<file path="src/sram_axi_bridge_params.svh">
`ifndef SRAM_AXI_BRIDGE_PARAMS_SVH
`define SRAM_AXI_BRIDGE_PARAMS_SVH

// bus widths
`define ADDR_W 32
`define DATA_W 32
`define STRB_W 4
`define AXI_ID_W 4

// read ids name the requester, write id is fixed
`define INST_ID 0
`define DATA_ID 1
`define WR_ID 1

// single-beat incrementing bursts only
`define BURST_INCR 2'b01

// outstanding writes waiting on B
`define WR_MAX_PENDING 4
`define PEND_W 3

`endif

</file>
<file path="src/sram_axi_bridge_pkg.sv">
`include "sram_axi_bridge_params.svh"

package sram_axi_bridge_pkg;

    typedef logic [`ADDR_W-1:0]   addr_t;
    typedef logic [`DATA_W-1:0]   data_t;
    typedef logic [`STRB_W-1:0]   strb_t;
    // log2 of the byte count
    typedef logic [1:0]           sram_size_t;
    typedef logic [`AXI_ID_W-1:0] axi_id_t;
    typedef logic [`PEND_W-1:0]   pend_cnt_t;

    typedef struct packed {
        logic       req;
        logic       wr;
        sram_size_t size;
        strb_t      wstrb;
        addr_t      addr;
        data_t      wdata;
    } sram_req_t;

    typedef struct packed {
        logic  addr_ok;
        logic  data_ok;
        data_t rdata;
    } sram_rsp_t;

    // axi size is 3 bits wide
    typedef struct packed {
        axi_id_t    id;
        addr_t      addr;
        logic [2:0] size;
    } axi_ar_t;

    typedef struct packed {
        addr_t      addr;
        logic [2:0] size;
    } axi_aw_t;

    typedef struct packed {
        data_t data;
        strb_t strb;
    } axi_w_t;

    typedef enum logic [1:0] {RD_IDLE, RD_AR, RD_R, RD_RET} rd_state_t;

    typedef enum logic {WR_IDLE, WR_SEND} wr_state_t;

endpackage

</file>
<file path="src/axi_read_fsm.sv">
`include "sram_axi_bridge_params.svh"

module axi_read_fsm (
    input  logic                           clk,
    input  logic                           rst_n,
    input  sram_axi_bridge_pkg::sram_req_t inst_req,
    input  sram_axi_bridge_pkg::sram_req_t data_req,
    input  sram_axi_bridge_pkg::pend_cnt_t pend_cnt,
    input  logic                           arready,
    input  sram_axi_bridge_pkg::axi_id_t   rid,
    input  sram_axi_bridge_pkg::data_t     rdata,
    input  logic                           rvalid,
    output sram_axi_bridge_pkg::sram_rsp_t inst_rsp,
    output sram_axi_bridge_pkg::sram_rsp_t data_rd_rsp,
    output sram_axi_bridge_pkg::axi_ar_t   ar,
    output logic                           arvalid,
    output logic                           rready,
    output logic                           data_rd_busy
);

    sram_axi_bridge_pkg::rd_state_t state;
    sram_axi_bridge_pkg::rd_state_t state_nxt;
    sram_axi_bridge_pkg::axi_ar_t   ar_q;
    sram_axi_bridge_pkg::axi_id_t   ret_id;
    sram_axi_bridge_pkg::data_t     rdata_q;
    logic                           idle;
    logic                           data_pick;
    logic                           inst_pick;
    logic                           ret;

    assign idle = (state == sram_axi_bridge_pkg::RD_IDLE);
    assign ret  = (state == sram_axi_bridge_pkg::RD_RET);

    // data reads first, but never past a write still waiting on B
    assign data_pick = data_req.req && !data_req.wr && (pend_cnt == '0);
    assign inst_pick = inst_req.req && !data_pick;

    always_comb begin
        state_nxt = state;
        unique case (state)
            sram_axi_bridge_pkg::RD_IDLE: begin
                if (data_pick || inst_pick) begin
                    state_nxt = sram_axi_bridge_pkg::RD_AR;
                end
            end
            sram_axi_bridge_pkg::RD_AR: begin
                if (arready) begin
                    state_nxt = sram_axi_bridge_pkg::RD_R;
                end
            end
            sram_axi_bridge_pkg::RD_R: begin
                if (rvalid) begin
                    state_nxt = sram_axi_bridge_pkg::RD_RET;
                end
            end
            sram_axi_bridge_pkg::RD_RET: begin
                state_nxt = sram_axi_bridge_pkg::RD_IDLE;
            end
            default: begin
                state_nxt = sram_axi_bridge_pkg::RD_IDLE;
            end
        endcase
    end

    always_ff @(posedge clk) begin
        if (!rst_n) begin
            state <= sram_axi_bridge_pkg::RD_IDLE;
        end else begin
            state <= state_nxt;
        end
    end

    // request latch, the id remembers the requester
    always_ff @(posedge clk) begin
        if (idle && data_pick) begin
            ar_q.id   <= sram_axi_bridge_pkg::axi_id_t'(`DATA_ID);
            ar_q.addr <= data_req.addr;
            ar_q.size <= {1'b0, data_req.size};
        end else if (idle && inst_pick) begin
            ar_q.id   <= sram_axi_bridge_pkg::axi_id_t'(`INST_ID);
            ar_q.addr <= inst_req.addr;
            ar_q.size <= {1'b0, inst_req.size};
        end
    end

    always_ff @(posedge clk) begin
        if (rvalid && rready) begin
            ret_id  <= rid;
            rdata_q <= rdata;
        end
    end

    assign ar      = ar_q;
    assign arvalid = (state == sram_axi_bridge_pkg::RD_AR);
    assign rready  = (state == sram_axi_bridge_pkg::RD_R);

    assign data_rd_busy = !idle && (ar_q.id == sram_axi_bridge_pkg::axi_id_t'(`DATA_ID));

    assign inst_rsp.addr_ok = idle && inst_pick;
    assign inst_rsp.data_ok = ret && (ret_id == sram_axi_bridge_pkg::axi_id_t'(`INST_ID));
    assign inst_rsp.rdata   = rdata_q;

    assign data_rd_rsp.addr_ok = idle && data_pick;
    assign data_rd_rsp.data_ok = ret && (ret_id == sram_axi_bridge_pkg::axi_id_t'(`DATA_ID));
    assign data_rd_rsp.rdata   = rdata_q;

endmodule

</file>
<file path="src/axi_write_fsm.sv">
`include "sram_axi_bridge_params.svh"

module axi_write_fsm (
    input  logic                           clk,
    input  logic                           rst_n,
    input  sram_axi_bridge_pkg::sram_req_t data_req,
    input  logic                           data_rd_busy,
    input  sram_axi_bridge_pkg::pend_cnt_t pend_cnt,
    input  logic                           awready,
    input  logic                           wready,
    input  logic                           bvalid,
    output sram_axi_bridge_pkg::sram_rsp_t data_wr_rsp,
    output sram_axi_bridge_pkg::axi_aw_t   aw,
    output sram_axi_bridge_pkg::axi_w_t    w,
    output logic                           awvalid,
    output logic                           wvalid,
    output logic                           aw_w_done,
    output logic                           b_done
);

    sram_axi_bridge_pkg::wr_state_t state;
    sram_axi_bridge_pkg::axi_aw_t   aw_q;
    sram_axi_bridge_pkg::axi_w_t    w_q;
    logic                           aw_sent;
    logic                           w_sent;
    logic                           can_take;
    logic                           take;
    logic                           sending;
    logic                           aw_fire;
    logic                           w_fire;
    logic                           b_ok_q;

    // only place the full count is checked
    assign can_take = (state == sram_axi_bridge_pkg::WR_IDLE) && !data_rd_busy
                      && (pend_cnt < `PEND_W'(`WR_MAX_PENDING));
    assign take     = can_take && data_req.req && data_req.wr;

    assign sending = (state == sram_axi_bridge_pkg::WR_SEND);
    assign awvalid = sending && !aw_sent;
    assign wvalid  = sending && !w_sent;
    assign aw_fire = awvalid && awready;
    assign w_fire  = wvalid && wready;

    // AW and W may be accepted in either order
    assign aw_w_done = sending && (aw_sent || aw_fire) && (w_sent || w_fire);

    always_ff @(posedge clk) begin
        if (!rst_n) begin
            state   <= sram_axi_bridge_pkg::WR_IDLE;
            aw_sent <= 1'b0;
            w_sent  <= 1'b0;
        end else if (take) begin
            state   <= sram_axi_bridge_pkg::WR_SEND;
            aw_sent <= 1'b0;
            w_sent  <= 1'b0;
        end else if (aw_w_done) begin
            state <= sram_axi_bridge_pkg::WR_IDLE;
        end else begin
            aw_sent <= aw_sent || aw_fire;
            w_sent  <= w_sent || w_fire;
        end
    end

    always_ff @(posedge clk) begin
        if (take) begin
            aw_q.addr <= data_req.addr;
            aw_q.size <= {1'b0, data_req.size};
            w_q.data  <= data_req.wdata;
            w_q.strb  <= data_req.wstrb;
        end
    end

    // bready is tied high, so every bvalid is a completion
    assign b_done = bvalid;

    always_ff @(posedge clk) begin
        if (!rst_n) begin
            b_ok_q <= 1'b0;
        end else begin
            b_ok_q <= b_done;
        end
    end

    assign aw = aw_q;
    assign w  = w_q;

    assign data_wr_rsp.addr_ok = take;
    assign data_wr_rsp.data_ok = b_ok_q;
    assign data_wr_rsp.rdata   = '0;

endmodule

</file>
<file path="src/write_pending_counter.sv">
`include "sram_axi_bridge_params.svh"

module write_pending_counter (
    input  logic                           clk,
    input  logic                           rst_n,
    input  logic                           aw_w_done,
    input  logic                           b_done,
    output sram_axi_bridge_pkg::pend_cnt_t pend_cnt
);

    sram_axi_bridge_pkg::pend_cnt_t cnt;
    logic                           inc;
    logic                           dec;

    // a send and a response in the same cycle cancel out
    assign inc = aw_w_done && !b_done;
    assign dec = b_done && !aw_w_done;

    always_ff @(posedge clk) begin
        if (!rst_n) begin
            cnt <= '0;
        end else if (inc && (cnt != `PEND_W'(`WR_MAX_PENDING))) begin
            cnt <= cnt + sram_axi_bridge_pkg::pend_cnt_t'(1);
        end else if (dec && (cnt != '0)) begin
            cnt <= cnt - sram_axi_bridge_pkg::pend_cnt_t'(1);
        end
    end

    assign pend_cnt = cnt;

endmodule

</file>
<file path="src/sram_axi_bridge.sv">
`include "sram_axi_bridge_params.svh"

module sram_axi_bridge (
    input  logic                           clk,
    input  logic                           rst_n,
    // sram side
    input  sram_axi_bridge_pkg::sram_req_t inst_req,
    input  sram_axi_bridge_pkg::sram_req_t data_req,
    output sram_axi_bridge_pkg::sram_rsp_t inst_rsp,
    output sram_axi_bridge_pkg::sram_rsp_t data_rsp,
    // read address
    output sram_axi_bridge_pkg::axi_id_t   arid,
    output sram_axi_bridge_pkg::addr_t     araddr,
    output logic [7:0]                     arlen,
    output logic [2:0]                     arsize,
    output logic [1:0]                     arburst,
    output logic [1:0]                     arlock,
    output logic [3:0]                     arcache,
    output logic [2:0]                     arprot,
    output logic                           arvalid,
    input  logic                           arready,
    // read data
    input  sram_axi_bridge_pkg::axi_id_t   rid,
    input  sram_axi_bridge_pkg::data_t     rdata,
    input  logic [1:0]                     rresp,
    input  logic                           rlast,
    input  logic                           rvalid,
    output logic                           rready,
    // write address
    output sram_axi_bridge_pkg::axi_id_t   awid,
    output sram_axi_bridge_pkg::addr_t     awaddr,
    output logic [7:0]                     awlen,
    output logic [2:0]                     awsize,
    output logic [1:0]                     awburst,
    output logic [1:0]                     awlock,
    output logic [3:0]                     awcache,
    output logic [2:0]                     awprot,
    output logic                           awvalid,
    input  logic                           awready,
    // write data
    output sram_axi_bridge_pkg::axi_id_t   wid,
    output sram_axi_bridge_pkg::data_t     wdata,
    output sram_axi_bridge_pkg::strb_t     wstrb,
    output logic                           wlast,
    output logic                           wvalid,
    input  logic                           wready,
    // write response
    input  sram_axi_bridge_pkg::axi_id_t   bid,
    input  logic [1:0]                     bresp,
    input  logic                           bvalid,
    output logic                           bready
);

    sram_axi_bridge_pkg::sram_rsp_t data_rd_rsp;
    sram_axi_bridge_pkg::sram_rsp_t data_wr_rsp;
    sram_axi_bridge_pkg::axi_ar_t   ar;
    sram_axi_bridge_pkg::axi_aw_t   aw;
    sram_axi_bridge_pkg::axi_w_t    w;
    sram_axi_bridge_pkg::pend_cnt_t pend_cnt;
    logic                           data_rd_busy;
    logic                           aw_w_done;
    logic                           b_done;

    axi_read_fsm axi_read_fsm_inst (
        .clk          (clk),
        .rst_n        (rst_n),
        .inst_req     (inst_req),
        .data_req     (data_req),
        .pend_cnt     (pend_cnt),
        .arready      (arready),
        .rid          (rid),
        .rdata        (rdata),
        .rvalid       (rvalid),
        .inst_rsp     (inst_rsp),
        .data_rd_rsp  (data_rd_rsp),
        .ar           (ar),
        .arvalid      (arvalid),
        .rready       (rready),
        .data_rd_busy (data_rd_busy)
    );

    axi_write_fsm axi_write_fsm_inst (
        .clk          (clk),
        .rst_n        (rst_n),
        .data_req     (data_req),
        .data_rd_busy (data_rd_busy),
        .pend_cnt     (pend_cnt),
        .awready      (awready),
        .wready       (wready),
        .bvalid       (bvalid),
        .data_wr_rsp  (data_wr_rsp),
        .aw           (aw),
        .w            (w),
        .awvalid      (awvalid),
        .wvalid       (wvalid),
        .aw_w_done    (aw_w_done),
        .b_done       (b_done)
    );

    write_pending_counter write_pending_counter_inst (
        .clk       (clk),
        .rst_n     (rst_n),
        .aw_w_done (aw_w_done),
        .b_done    (b_done),
        .pend_cnt  (pend_cnt)
    );

    // data port has one kind of access in flight, so the two never overlap
    assign data_rsp = data_rd_rsp | data_wr_rsp;

    assign arid    = ar.id;
    assign araddr  = ar.addr;
    assign arsize  = ar.size;
    assign arlen   = 8'd0;
    assign arburst = `BURST_INCR;
    assign arlock  = 2'b00;
    assign arcache = 4'b0000;
    assign arprot  = 3'b000;

    assign awid    = sram_axi_bridge_pkg::axi_id_t'(`WR_ID);
    assign awaddr  = aw.addr;
    assign awsize  = aw.size;
    assign awlen   = 8'd0;
    assign awburst = `BURST_INCR;
    assign awlock  = 2'b00;
    assign awcache = 4'b0000;
    assign awprot  = 3'b000;

    // single beat, so every W is the last
    assign wid   = sram_axi_bridge_pkg::axi_id_t'(`WR_ID);
    assign wdata = w.data;
    assign wstrb = w.strb;
    assign wlast = 1'b1;

    // responses are taken as they come, rresp, rlast, bid and bresp unchecked
    assign bready = 1'b1;

endmodule

</file>
<file path="config.mk">
export PLATFORM = sky130hd
export DESIGN_NAME = sram_axi_bridge
export DESIGN_NICKNAME = d
export VERILOG_FILES = /design/src/sram_axi_bridge_pkg.sv /design/src/axi_read_fsm.sv /design/src/axi_write_fsm.sv /design/src/write_pending_counter.sv /design/src/sram_axi_bridge.sv
export VERILOG_INCLUDE_DIRS = /design/src
export SDC_FILE = /design/constraint.sdc
export NUM_CORES = 1
export LEC_CHECK = 0
export BUFFER_PORTS_ARGS = -buffer_cell sky130_fd_sc_hd__buf_2
export CORE_AREA = 3 3 163 165
export DETAILED_ROUTE_END_ITERATION = 7
export DIE_AREA = 0 0 166 168
export GPL_TIMING_DRIVEN = 0
export PLACE_DENSITY = 0.59
export SLEW_MARGIN = 20
export SYNTH_ARGS = -nofsm -noshare
export SYNTH_HDL_FRONTEND = slang
export SYNTH_HIERARCHICAL = 1
export SYNTH_SLANG_ARGS = --single-unit
export TNS_END_PERCENT = 100
</file>
<file path="constraint.sdc">
create_clock -name clk -period 12.45 [get_ports clk]
set_input_delay 1.245 -clock clk [delete_from_list [all_inputs] [get_ports clk]]
set_output_delay 1.245 -clock clk [all_outputs]
set_load 0.02 [all_outputs]
</file>
After elaboration in Yosys (flattened, before gate mapping)
Index checks and enable logic that the tools add are counted.
{"block": "classes", "n_mux": 10, "eq_ne": 8, "order_cmp": 1, "n_reduce_logical": 43, "n_bitwise": 3, "add_sub_neg": 2}
{"operator": "35-bit 2-to-1 mux", "n": 2}
{"operator": "34-bit bitwise OR", "n": 1}
{"operator": "1-bit logical AND", "n": 23}
{"operator": "1-bit logical NOT", "n": 8}
{"operator": "2-bit one-hot mux with 4 select lines", "n": 1}
{"operator": "2-bit 2-to-1 mux", "n": 3}
{"operator": "3-bit 2-to-1 mux", "n": 2}
{"operator": "2-bit nonzero test", "n": 3}
{"operator": "2-bit equality test (second input constant)", "n": 2}
{"operator": "4-bit by 1-bit equality test with 1-bit output (second input constant)", "n": 1}
{"operator": "4-bit logical NOT", "n": 1}
{"operator": "2-bit inequality test (second input constant)", "n": 2}
{"operator": "3-bit by 1-bit adder with 3-bit output (second input constant)", "n": 1}
{"operator": "3-bit logical NOT", "n": 1}
{"operator": "1-bit logical OR", "n": 3}
{"operator": "3-bit < comparator (second input constant)", "n": 1}
{"operator": "3-bit inequality test (second input constant)", "n": 1}
{"operator": "3-bit AND reduction", "n": 1}
{"operator": "3-bit nonzero test", "n": 1}
{"operator": "3-bit by 1-bit subtractor with 3-bit output (second input constant)", "n": 1}
{"operator": "2-bit by 1-bit equality test with 1-bit output (second input constant)", "n": 1}
{"operator": "2-bit logical NOT", "n": 1}
{"operator": "1-bit 2-to-1 mux", "n": 2}
{"operator": "2-bit by 1-bit inequality test with 1-bit output (second input constant)", "n": 1}
{"operator": "other kinds (2)", "n": 3}
{"block": "totals", "elab_cells": 82, "register_bits": 150, "inputBits": 196}

Logic depth before layout (Yosys ltp)
Gate-level depths: netlist of the first run.
{"block": "logic_depth", "depth_word": 11, "mapped_depth": 7}

By module
Netlist of the first run, hierarchy kept.
{"module": "axi_read_fsm", "seq_area_each_um2": 2162.1, "cells_per_inst": 180, "area_each_um2": 3199.3, "instances": 1}
{"module": "axi_write_fsm", "seq_area_each_um2": 2182.1, "cells_per_inst": 128, "area_each_um2": 2577.5, "instances": 1}
{"module": "sram_axi_bridge", "seq_area_each_um2": 0.0, "cells_per_inst": 84, "area_each_um2": 580.6, "instances": 1}
{"module": "write_pending_counter", "seq_area_each_um2": 60.1, "cells_per_inst": 23, "area_each_um2": 214.0, "instances": 1}

Worst setup path before layout of the first run
OpenSTA, ideal clock, no wires.
{"block": "synth_timing", "path_kind": "input -> output", "startpoint": "in data_req[70] (netlist name)", "endpoint": "out data_rsp[33] (netlist name)", "path_buffers": 1, "arrival_ns": 4.130, "setup_slack_ns": 7.075, "cell_stages": 4, "path_cell_list": "nand2_1 nor4_4 buf_4 or2_1"}
{"element": "from (decl)", "line_no": "sram_axi_bridge.sv:8", "rtl": "input sram_axi_bridge_pkg::sram_req_t data_req,"}
{"element": "to (decl)", "line_no": "sram_axi_bridge.sv:10", "rtl": "output sram_axi_bridge_pkg::sram_rsp_t data_rsp,"}

==> out/summary.txt, run 1 <==
sequential cell area fraction in the yosys report = 67.0%
placeable core region = 25,200 um^2
max-capacitance violation count = 0
number of nets still failing antenna checks after routing = 0
ratio of routed vias to standard cells = 3.66
EDFF count, synth = 140
number of antenna violations at the first check in global routing = 3
detailed-route DRC error count = 0
achievable clock frequency = 267 MHz
All-Layer GR Usage = 12.0%
wire length of the first global-routing pass = 25,400 um
final cycle utilization of the critical path = 30.1%
DP Wirelength = 13,900 um
min-delay worst type = flop to flop
slew at the pin with the worst max-slew slack = 0.498 ns
commonest cells in the netlist = sky130_fd_sc_hd__edfxtp_1, sky130_fd_sc_hd__buf_4, sky130_fd_sc_hd__or2_1, sky130_fd_sc_hd__mux2_4
vias in the first global route = 4,442
status = finished clean
Post CTS Setup Buffer Count = 0
Via Count = 4,365
cell type with the highest aggregate area in the netlist = sky130_fd_sc_hd__edfxtp_1
number of primary I/O pins = 426
Clk pin slew, worst setup/hold paths = 0.07 ns
unrepaired setup endpoints after global routing = false
Crit Path Category = flop to output pin
met3 Usage GRT = 4.93%
number of violations reported at the end of detailed-routing iteration 0 = 148
Die Footprint = 27,900 um^2
chip width = 166 um
Area growth, synth to finish = 46.2%
final clock skew = 0.0163 ns
insertion delay of the later-clocked pin in the worst-skew pair = 0.43 ns
total negative slack for setup checks = 0 ns
Detailed Routing Iterations Pass 1 = 6
quantity of I/O buffers inserted on ports = 326
count of different cell masters after synthesis = 40
final count of negative-setup-slack endpoints = 0
routability-driven placement congestion ratio = 0.769
total of flip-flops plus latches after synthesis = 150
Avg Inst Size Synth = 15.8 um^2
number of gates resized after CTS = 0
global routing's busiest layer = met2
Synth async-reset ratio = 0%
arrival time worst endpoint = 2.50 ns
number of buffers on the longest clock path = 2
total leakage power = 4.50 nW
layout cells sized above 1 = 61.9%
Antenna diodes = 0
effective utilization at floorplan = 26.1%
required time at the endpoint of the critical path = 11.20 ns
Fin. Hold Viols = 0
Nets = 1,053
TritonCTS Buffers = 17
pwr dens = 169 nW/um^2
top flip-flop cell by instance count after synthesis = sky130_fd_sc_hd__edfxtp_1
minimum period implied by the final worst setup slack = 3.74 ns
number of levels the H-tree was split into = 4
maximum VDD drop = 0.111 mV
startpoint type of the worst setup path = flop
post-synth top area share = 64.0%
cell with the most instances after synthesis = sky130_fd_sc_hd__edfxtp_1
dominant cells by area after synthesis = sky130_fd_sc_hd__edfxtp_1, sky130_fd_sc_hd__buf_4, sky130_fd_sc_hd__mux2_4
max-slew headroom at the worst pin = 66.6%
final max-slew violation count = 0
clock tree from TritonCTS = done
standard-cell rows = 58
met1 Resource Use GR = 13.1%
pin count of the biggest net entering global routing = 28
clk sinks = 150
cells after synthesis = 415
Final Core Density = 38.2%
area of the mapped netlist = 6570 um^2
Crit Path Max Fanout = 13
drt total wl = 17,300 um
die boundary height = 168 um
total congestion overflow = 0
CTS Hold Buffers Added = 0
filler cell count in the final layout = 2,479
type of element capturing the critical path = output pin
Root Buffer Master = sky130_fd_sc_hd__clkbuf_16
met2 layer usage reported by global route = 21.4%
wire length per cell after detailed routing = 14.5 um
number of warnings reported in the yosys synthesis log = 6
==> cells by family (layout without fill, tap and decap cells) <==
kind of cell | after synthesis | count (layout) | share of synthesized area (%)
other | 4 | 85 | 0.228
AOI/OAI and AO/OA | 16 | 16 | 1.85
and+or+nand+nor | 68 | 68 | 6.85
muxes | 36 | 36 | 7.73
adders and majority gates | 6 | 6 | 1.26
DFF | 150 | 150 | 67.0
xor gates and xnor gates | 2 | 2 | 0.267
buffers and inverters | 133 | 501 | 14.8
==> sequential cells by signal, summed over array words and instances, names as in the netlist, 2 cells and up <==
name	flops
axi_write_fsm_inst/w	36
axi_read_fsm_inst/ar	35
axi_write_fsm_inst/aw	34
axi_read_fsm_inst/rdata_q	32
axi_read_fsm_inst/ret_id	4
write_pending_counter_inst/pend_cnt	3
axi_read_fsm_inst/state	2
==> final timing paths <==
check / start / endpoint / slack [ns] / cells past startpoint
worst max-delay path: axi_read_fsm_inst/state[0] / data_rsp[33] / 8.71 / 9
worst min-delay path: axi_read_fsm_inst/ar[35] / axi_read_fsm_inst/ar[35] / 0.47 / 2
worst max register to register: axi_read_fsm_inst/state[0] / axi_write_fsm_inst/w[3] / 10.16 / 8
worst min register to register: axi_read_fsm_inst/ar[35] / axi_read_fsm_inst/ar[35] / 0.47 / 2
==> critical path: stages (launching register included) <==
cell and delay (ns):
sky130_fd_sc_hd__dfxtp_1 0.39, sky130_fd_sc_hd__inv_1 0.10, sky130_fd_sc_hd__ha_1 0.30, sky130_fd_sc_hd__nor2b_1 0.29, sky130_fd_sc_hd__nor4_4 0.08, sky130_fd_sc_hd__buf_4 0.20
sky130_fd_sc_hd__buf_4 0.21, sky130_fd_sc_hd__buf_4 0.14, sky130_fd_sc_hd__or2_1 0.21, sky130_fd_sc_hd__buf_2 0.16
==> final cells by class <==
class,count,area [um^2],share of cell area [%]
Sequential cell,150,4400,45.8
Tap cell,330,413,4.30
Clock inverter,15,153,1.59
Timing Repair Buffer,336,1740,18.1
Multi-Input combinational cell,213,1500,15.6
Inverter,10,37.5,0.391
Clock buffer,17,425,4.43
Buffer,123,935,9.73
==> metrics by stage <==
| stage | area [um^2] | hold slack, ns | cells | total power, mW | worst slack (ns) |
|---|---|---|---|---|---|
| after floorplan | 6880 | 0.452 | 496 | 0.966 | 7.08 |
| after global placement | 8920 | 0.461 | 1152 | 1.11 | 5.50 |
| after detailed placement | 9030 | 0.464 | 1162 | 1.13 | 8.68 |
| after CTS | 9610 | 0.474 | 1194 | 1.65 | 8.67 |
| after global routing | 9610 | 0.515 | 1194 | 1.70 | 8.55 |
| final | 9610 | 0.469 | 1194 | 1.62 | 8.71 |
==> routing by layer <==
metal | vias to the layer above | wire length [um]
li1 | 2145 | -
met1 | 1990 | 6450
met2 | 196 | 9030
met3 | 28 | 1490
met4 | 6 | 265
met5 | - | 39
==> layout by cell type, fill, tap and decap left out, types with 3 or more instances in the layout <==
cell                        synthesis  routed
sky130_fd_sc_hd__inv_1             10      10
sky130_fd_sc_hd__or2_1             34      34
sky130_fd_sc_hd__mux2_4            28      28
sky130_fd_sc_hd__ha_1               5       5
sky130_fd_sc_hd__mux2_2             6       6
sky130_fd_sc_hd__nor2_1             5       5
sky130_fd_sc_hd__clkbuf_16          0      17
sky130_fd_sc_hd__dfxtp_1           10      10
sky130_fd_sc_hd__inv_8              0       5
sky130_fd_sc_hd__inv_6              0       6
sky130_fd_sc_hd__o21ai_0            3       3
sky130_fd_sc_hd__edfxtp_1         140     140
sky130_fd_sc_hd__nand2_1            9       9
sky130_fd_sc_hd__buf_6              3       5
sky130_fd_sc_hd__conb_1             4      85
sky130_fd_sc_hd__buf_2              0     326
sky130_fd_sc_hd__buf_4            120     126
==> power by group <==
part | switching, mW | internal [mW]
Clock | 0.243 | 0.269
Combinational | 0.260 | 0.167
Sequential | 0.0278 | 0.653
(Power assumes the default switching activity.)
==> run 2, diff against run 1 <==
- ABC_AREA: not set -> 1
- CORE_AREA: 3 3 163 165 -> 3 3 165 167
- DIE_AREA: 0 0 166 168 -> 0 0 168 170
- PLACE_DENSITY: 0.59 -> 0.61
- clock period: 12.45 -> 3.3 ns (I/O delays scaled with it)
==> run 2 against run 1 <==
Clock skew is 0.0030 ns higher. Sequential power grew to 3.9 times the previous value. Core utilization is 0.81 points lower. Critical path type unchanged. Largest cell class unchanged.
==> out/summary.txt, run 2 <==
slowest stage delay, CP = 0.37 ns
area of the multi-input gates = 1270 um^2
clock tree from TritonCTS = done
drt total wl = 18,300 um
Crit Path Max Fanout = 25
Fin. Hold Viols = 0
unrepaired setup endpoints after global routing = false
Synth async-reset ratio = 0%
dominant cells by area after synthesis = sky130_fd_sc_hd__edfxtp_1, sky130_fd_sc_hd__buf_4, sky130_fd_sc_hd__nand2_1
Critical-path top delay cell = sky130_fd_sc_hd__nor2_4
commonest cells in the netlist = sky130_fd_sc_hd__nand2_1, sky130_fd_sc_hd__edfxtp_1, sky130_fd_sc_hd__buf_4, sky130_fd_sc_hd__inv_1, sky130_fd_sc_hd__nor2_1
maximum VDD drop = 0.421 mV
placeable core region = 25,900 um^2
standard-cell rows = 59
minimum period implied by the final worst setup slack = 2.80 ns
cell with the most instances after synthesis = sky130_fd_sc_hd__nand2_1
Detailed Routing Iterations Pass 1 = 4
crit-path cells = inv_1, ha_1, nor2_1, or2_4, nor2_4, buf_12, buf_4, inv_1, nand2_1, buf_2
pwr dens = 660 nW/um^2
most frequent cell on the critical path = sky130_fd_sc_hd__inv_1
pin count of the biggest net entering global routing = 31
arrival time worst endpoint = 2.47 ns
number of gates resized after CTS = 0
final max-slew violation count = 0
insertion delay of the later-clocked pin in the worst-skew pair = 0.42 ns
total congestion overflow = 0
Crit Path Category = flop to output pin
status = finished clean
count of different cell masters after synthesis = 28
EDFF count, synth = 140
Area growth, synth to finish = 45.1%
TritonCTS Buffers = 17
DP Wirelength = 14,400 um
Post CTS Setup Buffer Count = 0
Final Core Density = 37.3%
max-slew headroom at the worst pin = 40.9%
Die Footprint = 28,600 um^2
sum of buffers and inverters on the critical path = 5
total of flip-flops plus latches after synthesis = 150
CTS Hold Buffers Added = 0
type of element capturing the critical path = output pin
kind of cell adding the most delay to the critical path = simple AND/OR/NAND/NOR gates
total non-filler cell area in the finished layout = 9680 um^2
clk sinks = 150
number of violations reported at the end of detailed-routing iteration 0 = 228
final cycle utilization of the critical path = 84.8%
Root Buffer Master = sky130_fd_sc_hd__clkbuf_16
total leakage power = 4.71 nW
top flip-flop cell by instance count after synthesis = sky130_fd_sc_hd__edfxtp_1
achievable clock frequency = 357 MHz
sequential cell area fraction in the yosys report = 66.0%
number of antenna violations at the first check in global routing = 2
max reg flops = 36
routability-driven placement congestion ratio = 0.769
required time at the endpoint of the critical path = 2.97 ns
number of levels the H-tree was split into = 4
startpoint type of the worst setup path = flop
max-capacitance violation count = 0
cell type with the highest aggregate area in the netlist = sky130_fd_sc_hd__edfxtp_1
slew at the pin with the worst max-slew slack = 0.886 ns
Via Count = 4,930
wire length per cell after detailed routing = 13.4 um
most frequent standard cell in the layout excluding fill and tap cells = sky130_fd_sc_hd__buf_2
chip width = 168 um
number of primary I/O pins = 426
number of warnings reported in the yosys synthesis log = 6
area of the mapped netlist = 6670 um^2
final count of negative-setup-slack endpoints = 0
final clock skew = 0.0193 ns
layout cells sized above 1 = 49.5%
Clk pin slew, worst setup/hold paths = 0.07 ns
most frequent cells in the layout = sky130_fd_sc_hd__buf_2, sky130_fd_sc_hd__nand2_1, sky130_fd_sc_hd__edfxtp_1
All-Layer GR Usage = 12.1%
detailed-route DRC error count = 0
Nets = 1,215
filler cell count in the final layout = 2,623
number of nets still failing antenna checks after routing = 0
quantity of I/O buffers inserted on ports = 326
Reg area = 4400 um^2
die boundary height = 170 um
wire length of the first global-routing pass = 26,600 um
effective utilization at floorplan = 25.7%
ratio of routed vias to standard cells = 3.62
Antenna diodes = 0
vias in the first global route = 4,793
min-delay worst type = primary input to flop
cells after synthesis = 582
post-synth top area share = 63.0%
number of buffers on the longest clock path = 2
Avg Inst Size Synth = 11.5 um^2
post-place instance area = 9110 um^2
==> run 2: logic make-up after synthesis <==
group                    Yosys count  synth area share, %
AO/OA/AOI/OAI                     12                0.900
other                              4                0.225
flip-flops                       150                 66.0
adder cells (fa/ha/maj)            6                 1.24
AND/OR/NAND/NOR                  191                 12.1
buffers and inverters            219                 19.5
==> run 2: layout make-up <==
cell class / instances / share of cell area [%]
clock inverters: 14 / 1.38
well taps: 335 / 4.33
inverters: 93 / 3.62
multi-input cells: 295 / 13.2
flip-flops and latches: 150 / 45.5
plain buffers: 126 / 9.85
repair buffers: 330 / 17.7
clock buffers: 18 / 4.43
==> run 2: metal layers <==
metal	global-route usage (%)	routed length, um	vias up
li1	-	-	2488
met1	14.3	7120	2200
met2	20.7	9150	213
met3	4.13	1660	27
met4	3.95	355	2
met5	0	13	-
==> run 2: power by group <==
group          leakage, nW  switching [mW]  internal (mW)  total [mW]
Combinational         3.06            1.23          0.630        1.86
Sequential            1.38           0.122           2.53        2.65
Clock                0.267           0.877           1.00        1.88
==> run 2: final timing paths <==
check	startpoint	to	slack (ns)	cells past startpoint
max	axi_read_fsm_inst/state[0]	data_rsp[33]	0.50	10
min	data_req[14]	axi_write_fsm_inst/w[18]	0.09	1
max reg2reg	axi_read_fsm_inst/state[0]	axi_write_fsm_inst/w[16]	1.08	7
min reg2reg	axi_read_fsm_inst/ar[35]	axi_read_fsm_inst/ar[35]	0.54	2
==> run 2: per-stage QoR <==
stage	hold WS [ns]	power, mW	TNS [ns]	std cells	setup slack (ns)
after floorplan	0.423	3.86	0	663	0.500
after global placement	0.502	4.49	-0.251	1324	-0.251
after detailed placement	0.508	4.57	0	1328	0.619
after CTS	0.0603	6.49	0	1360	0.177
after global routing	0.0524	6.75	0	1361	0.247
final	0.0865	6.39	0	1361	0.502
==> run 3, diff against run 2 <==
- clock period: 3.3 -> 2.3 ns (I/O delays scaled with it)
==> run 3 against run 2 <==
Register-to-register slack worse by 0.81 ns. Critical endpoint unchanged. Die area unchanged. Critical path type unchanged. Sequential power up 44%. Setup slack worse by 0.36 ns. Non-clock buffer count up 109. Sequential cell count unchanged.
==> out/summary.txt, run 3 (same netlist as run 2, synthesis figures left out) <==
status = finished clean
Worst Slack Setup Final = 0.140 ns
number of levels the H-tree was split into = 4
clk sinks = 150
Antenna diodes = 0
total negative slack for setup checks = 0 ns
achievable clock frequency = 463 MHz
Via Count = 5,348
number of primary I/O pins = 426
Final Core Density = 41.9%
pin count of the biggest net entering global routing = 27
most frequent cells in the layout = sky130_fd_sc_hd__buf_2, sky130_fd_sc_hd__nand2_1, sky130_fd_sc_hd__edfxtp_1
unrepaired setup endpoints after global routing = false
effective utilization at floorplan = 25.7%
detailed-route DRC error count = 0
All-Layer GR Usage = 12.8%
drt total wl = 19,000 um
final cycle utilization of the critical path = 93.9%
vias in the first global route = 5,303
Fin. Hold Viols = 0
routability-driven placement congestion ratio = 0.739
crit-path cells = nor2_1, nand3_4, clkinv_2, buf_8, inv_1, nand2_4, buf_2
Die Footprint = 28,600 um^2
DP Wirelength = 14,300 um
max-capacitance violation count = 0
startpoint type of the worst setup path = flop
Crit Path Max Fanout = 10
final clock skew = 0.0123 ns
pwr dens = 888 nW/um^2
minimum period implied by the final worst setup slack = 2.16 ns
filler cell count in the final layout = 2,475
slowest stage delay, CP = 0.37 ns
number of violations reported at the end of detailed-routing iteration 0 = 216
required time at the endpoint of the critical path = 2.07 ns
final max-slew violation count = 0
TritonCTS Buffers = 17
type of element capturing the critical path = output pin
total congestion overflow = 0
number of buffers on the longest clock path = 2
Crit Path Category = flop to output pin
Power, Total = 9.65 mW
final count of negative-setup-slack endpoints = 0
Area growth, synth to finish = 62.9%
number of antenna violations at the first check in global routing = 1
standard-cell rows = 59
arrival time worst endpoint = 1.93 ns
wire length per cell after detailed routing = 12.9 um
die boundary height = 170 um
setup slack after placement = 0.275 ns
Root Buffer Master = sky130_fd_sc_hd__clkbuf_16
insertion delay of the later-clocked pin in the worst-skew pair = 0.42 ns
total leakage power = 5.22 nW
layout cells sized above 1 = 45.8%
placeable core region = 25,900 um^2
chip width = 168 um
clock tree from TritonCTS = done
ratio of routed vias to standard cells = 3.64
maximum VDD drop = 0.441 mV
Min Hold Slack = 0.0291 ns
min-delay worst type = primary input to flop
Nets = 1,323
number of nets still failing antenna checks after routing = 0
Detailed Routing Iterations Pass 1 = 5
Clk pin slew, worst setup/hold paths = 0.07 ns
Critical-path top delay cell = sky130_fd_sc_hd__dfxtp_1
max reg flops = 36
most frequent standard cell in the layout excluding fill and tap cells = sky130_fd_sc_hd__buf_2
wire length of the first global-routing pass = 28,400 um
quantity of I/O buffers inserted on ports = 326
[run 3: worst paths after layout]
| kind | from | endpoint | slack [ns] | cells after the start |
|---|---|---|---|---|
| hold / removal | data_req[6] | axi_write_fsm_inst/w[10] | 0.03 | 1 |
| setup reg to reg | axi_read_fsm_inst/state[1] | axi_write_fsm_inst/w[24] | 0.27 | 9 |
| setup / recovery | write_pending_counter_inst/pend_cnt[0] | data_rsp[33] | 0.14 | 7 |
| hold reg to reg | axi_read_fsm_inst/ar[35] | axi_read_fsm_inst/ar[35] | 0.51 | 2 |
[run 3: critical path: cells and delay by family (launching register included)]
family        cells  cell delay [ns]
buf+inv           4             0.61
flops             1             0.37
simple gates      3             0.54
[run 3: cell type report]
class                   count  area (um^2)  area share, %
multi-input cells         294         1290           11.9
flip-flops and latches    150         4410           40.6
inverters                  93          353           3.25
clock inverters            15          188           1.73
well taps                 335          419           3.86
clock buffers              17          425           3.92
plain buffers             126          957           8.81
repair buffers            439         2830           26.0
[run 3: per-stage QoR]
step	area [um^2]	instances
after floorplan	7000	663
after global placement	9050	1324
after detailed placement	9160	1329
after CTS	10800	1465
after global routing	10900	1469
final	10900	1469
[run 3: report_power, final]
part | leakage (nW) | switching, mW | internal, mW | total (mW)
combinational | 3.54 | 1.79 | 1.10 | 2.89
sequential | 1.38 | 0.189 | 3.63 | 3.82
clock | 0.299 | 1.29 | 1.66 | 2.95
total | 5.22 | 3.26 | 6.39 | 9.65
[run 3: timing repair]
action | 4_1_cts | 5_1_grt
setup buffers | 1 | 2
hold endpoints to repair | 102 | 2
endpoints found under the setup margin | 1 | 1
hold buffers | 102 | 2
resized for setup | 0 | 0
gates cloned | 1 | 0
pin swaps | 1 | 0
[run 3: routing by layer]
metal / vias up / routed length, um / GRT usage (%)
met3: 25 / 1740 / 5.09
met4: 2 / 352 / 3.95
met2: 214 / 9850 / 23.2
met1: 2403 / 7000 / 13.8
li1: 2704 / - / -
met5: - / 13 / 0
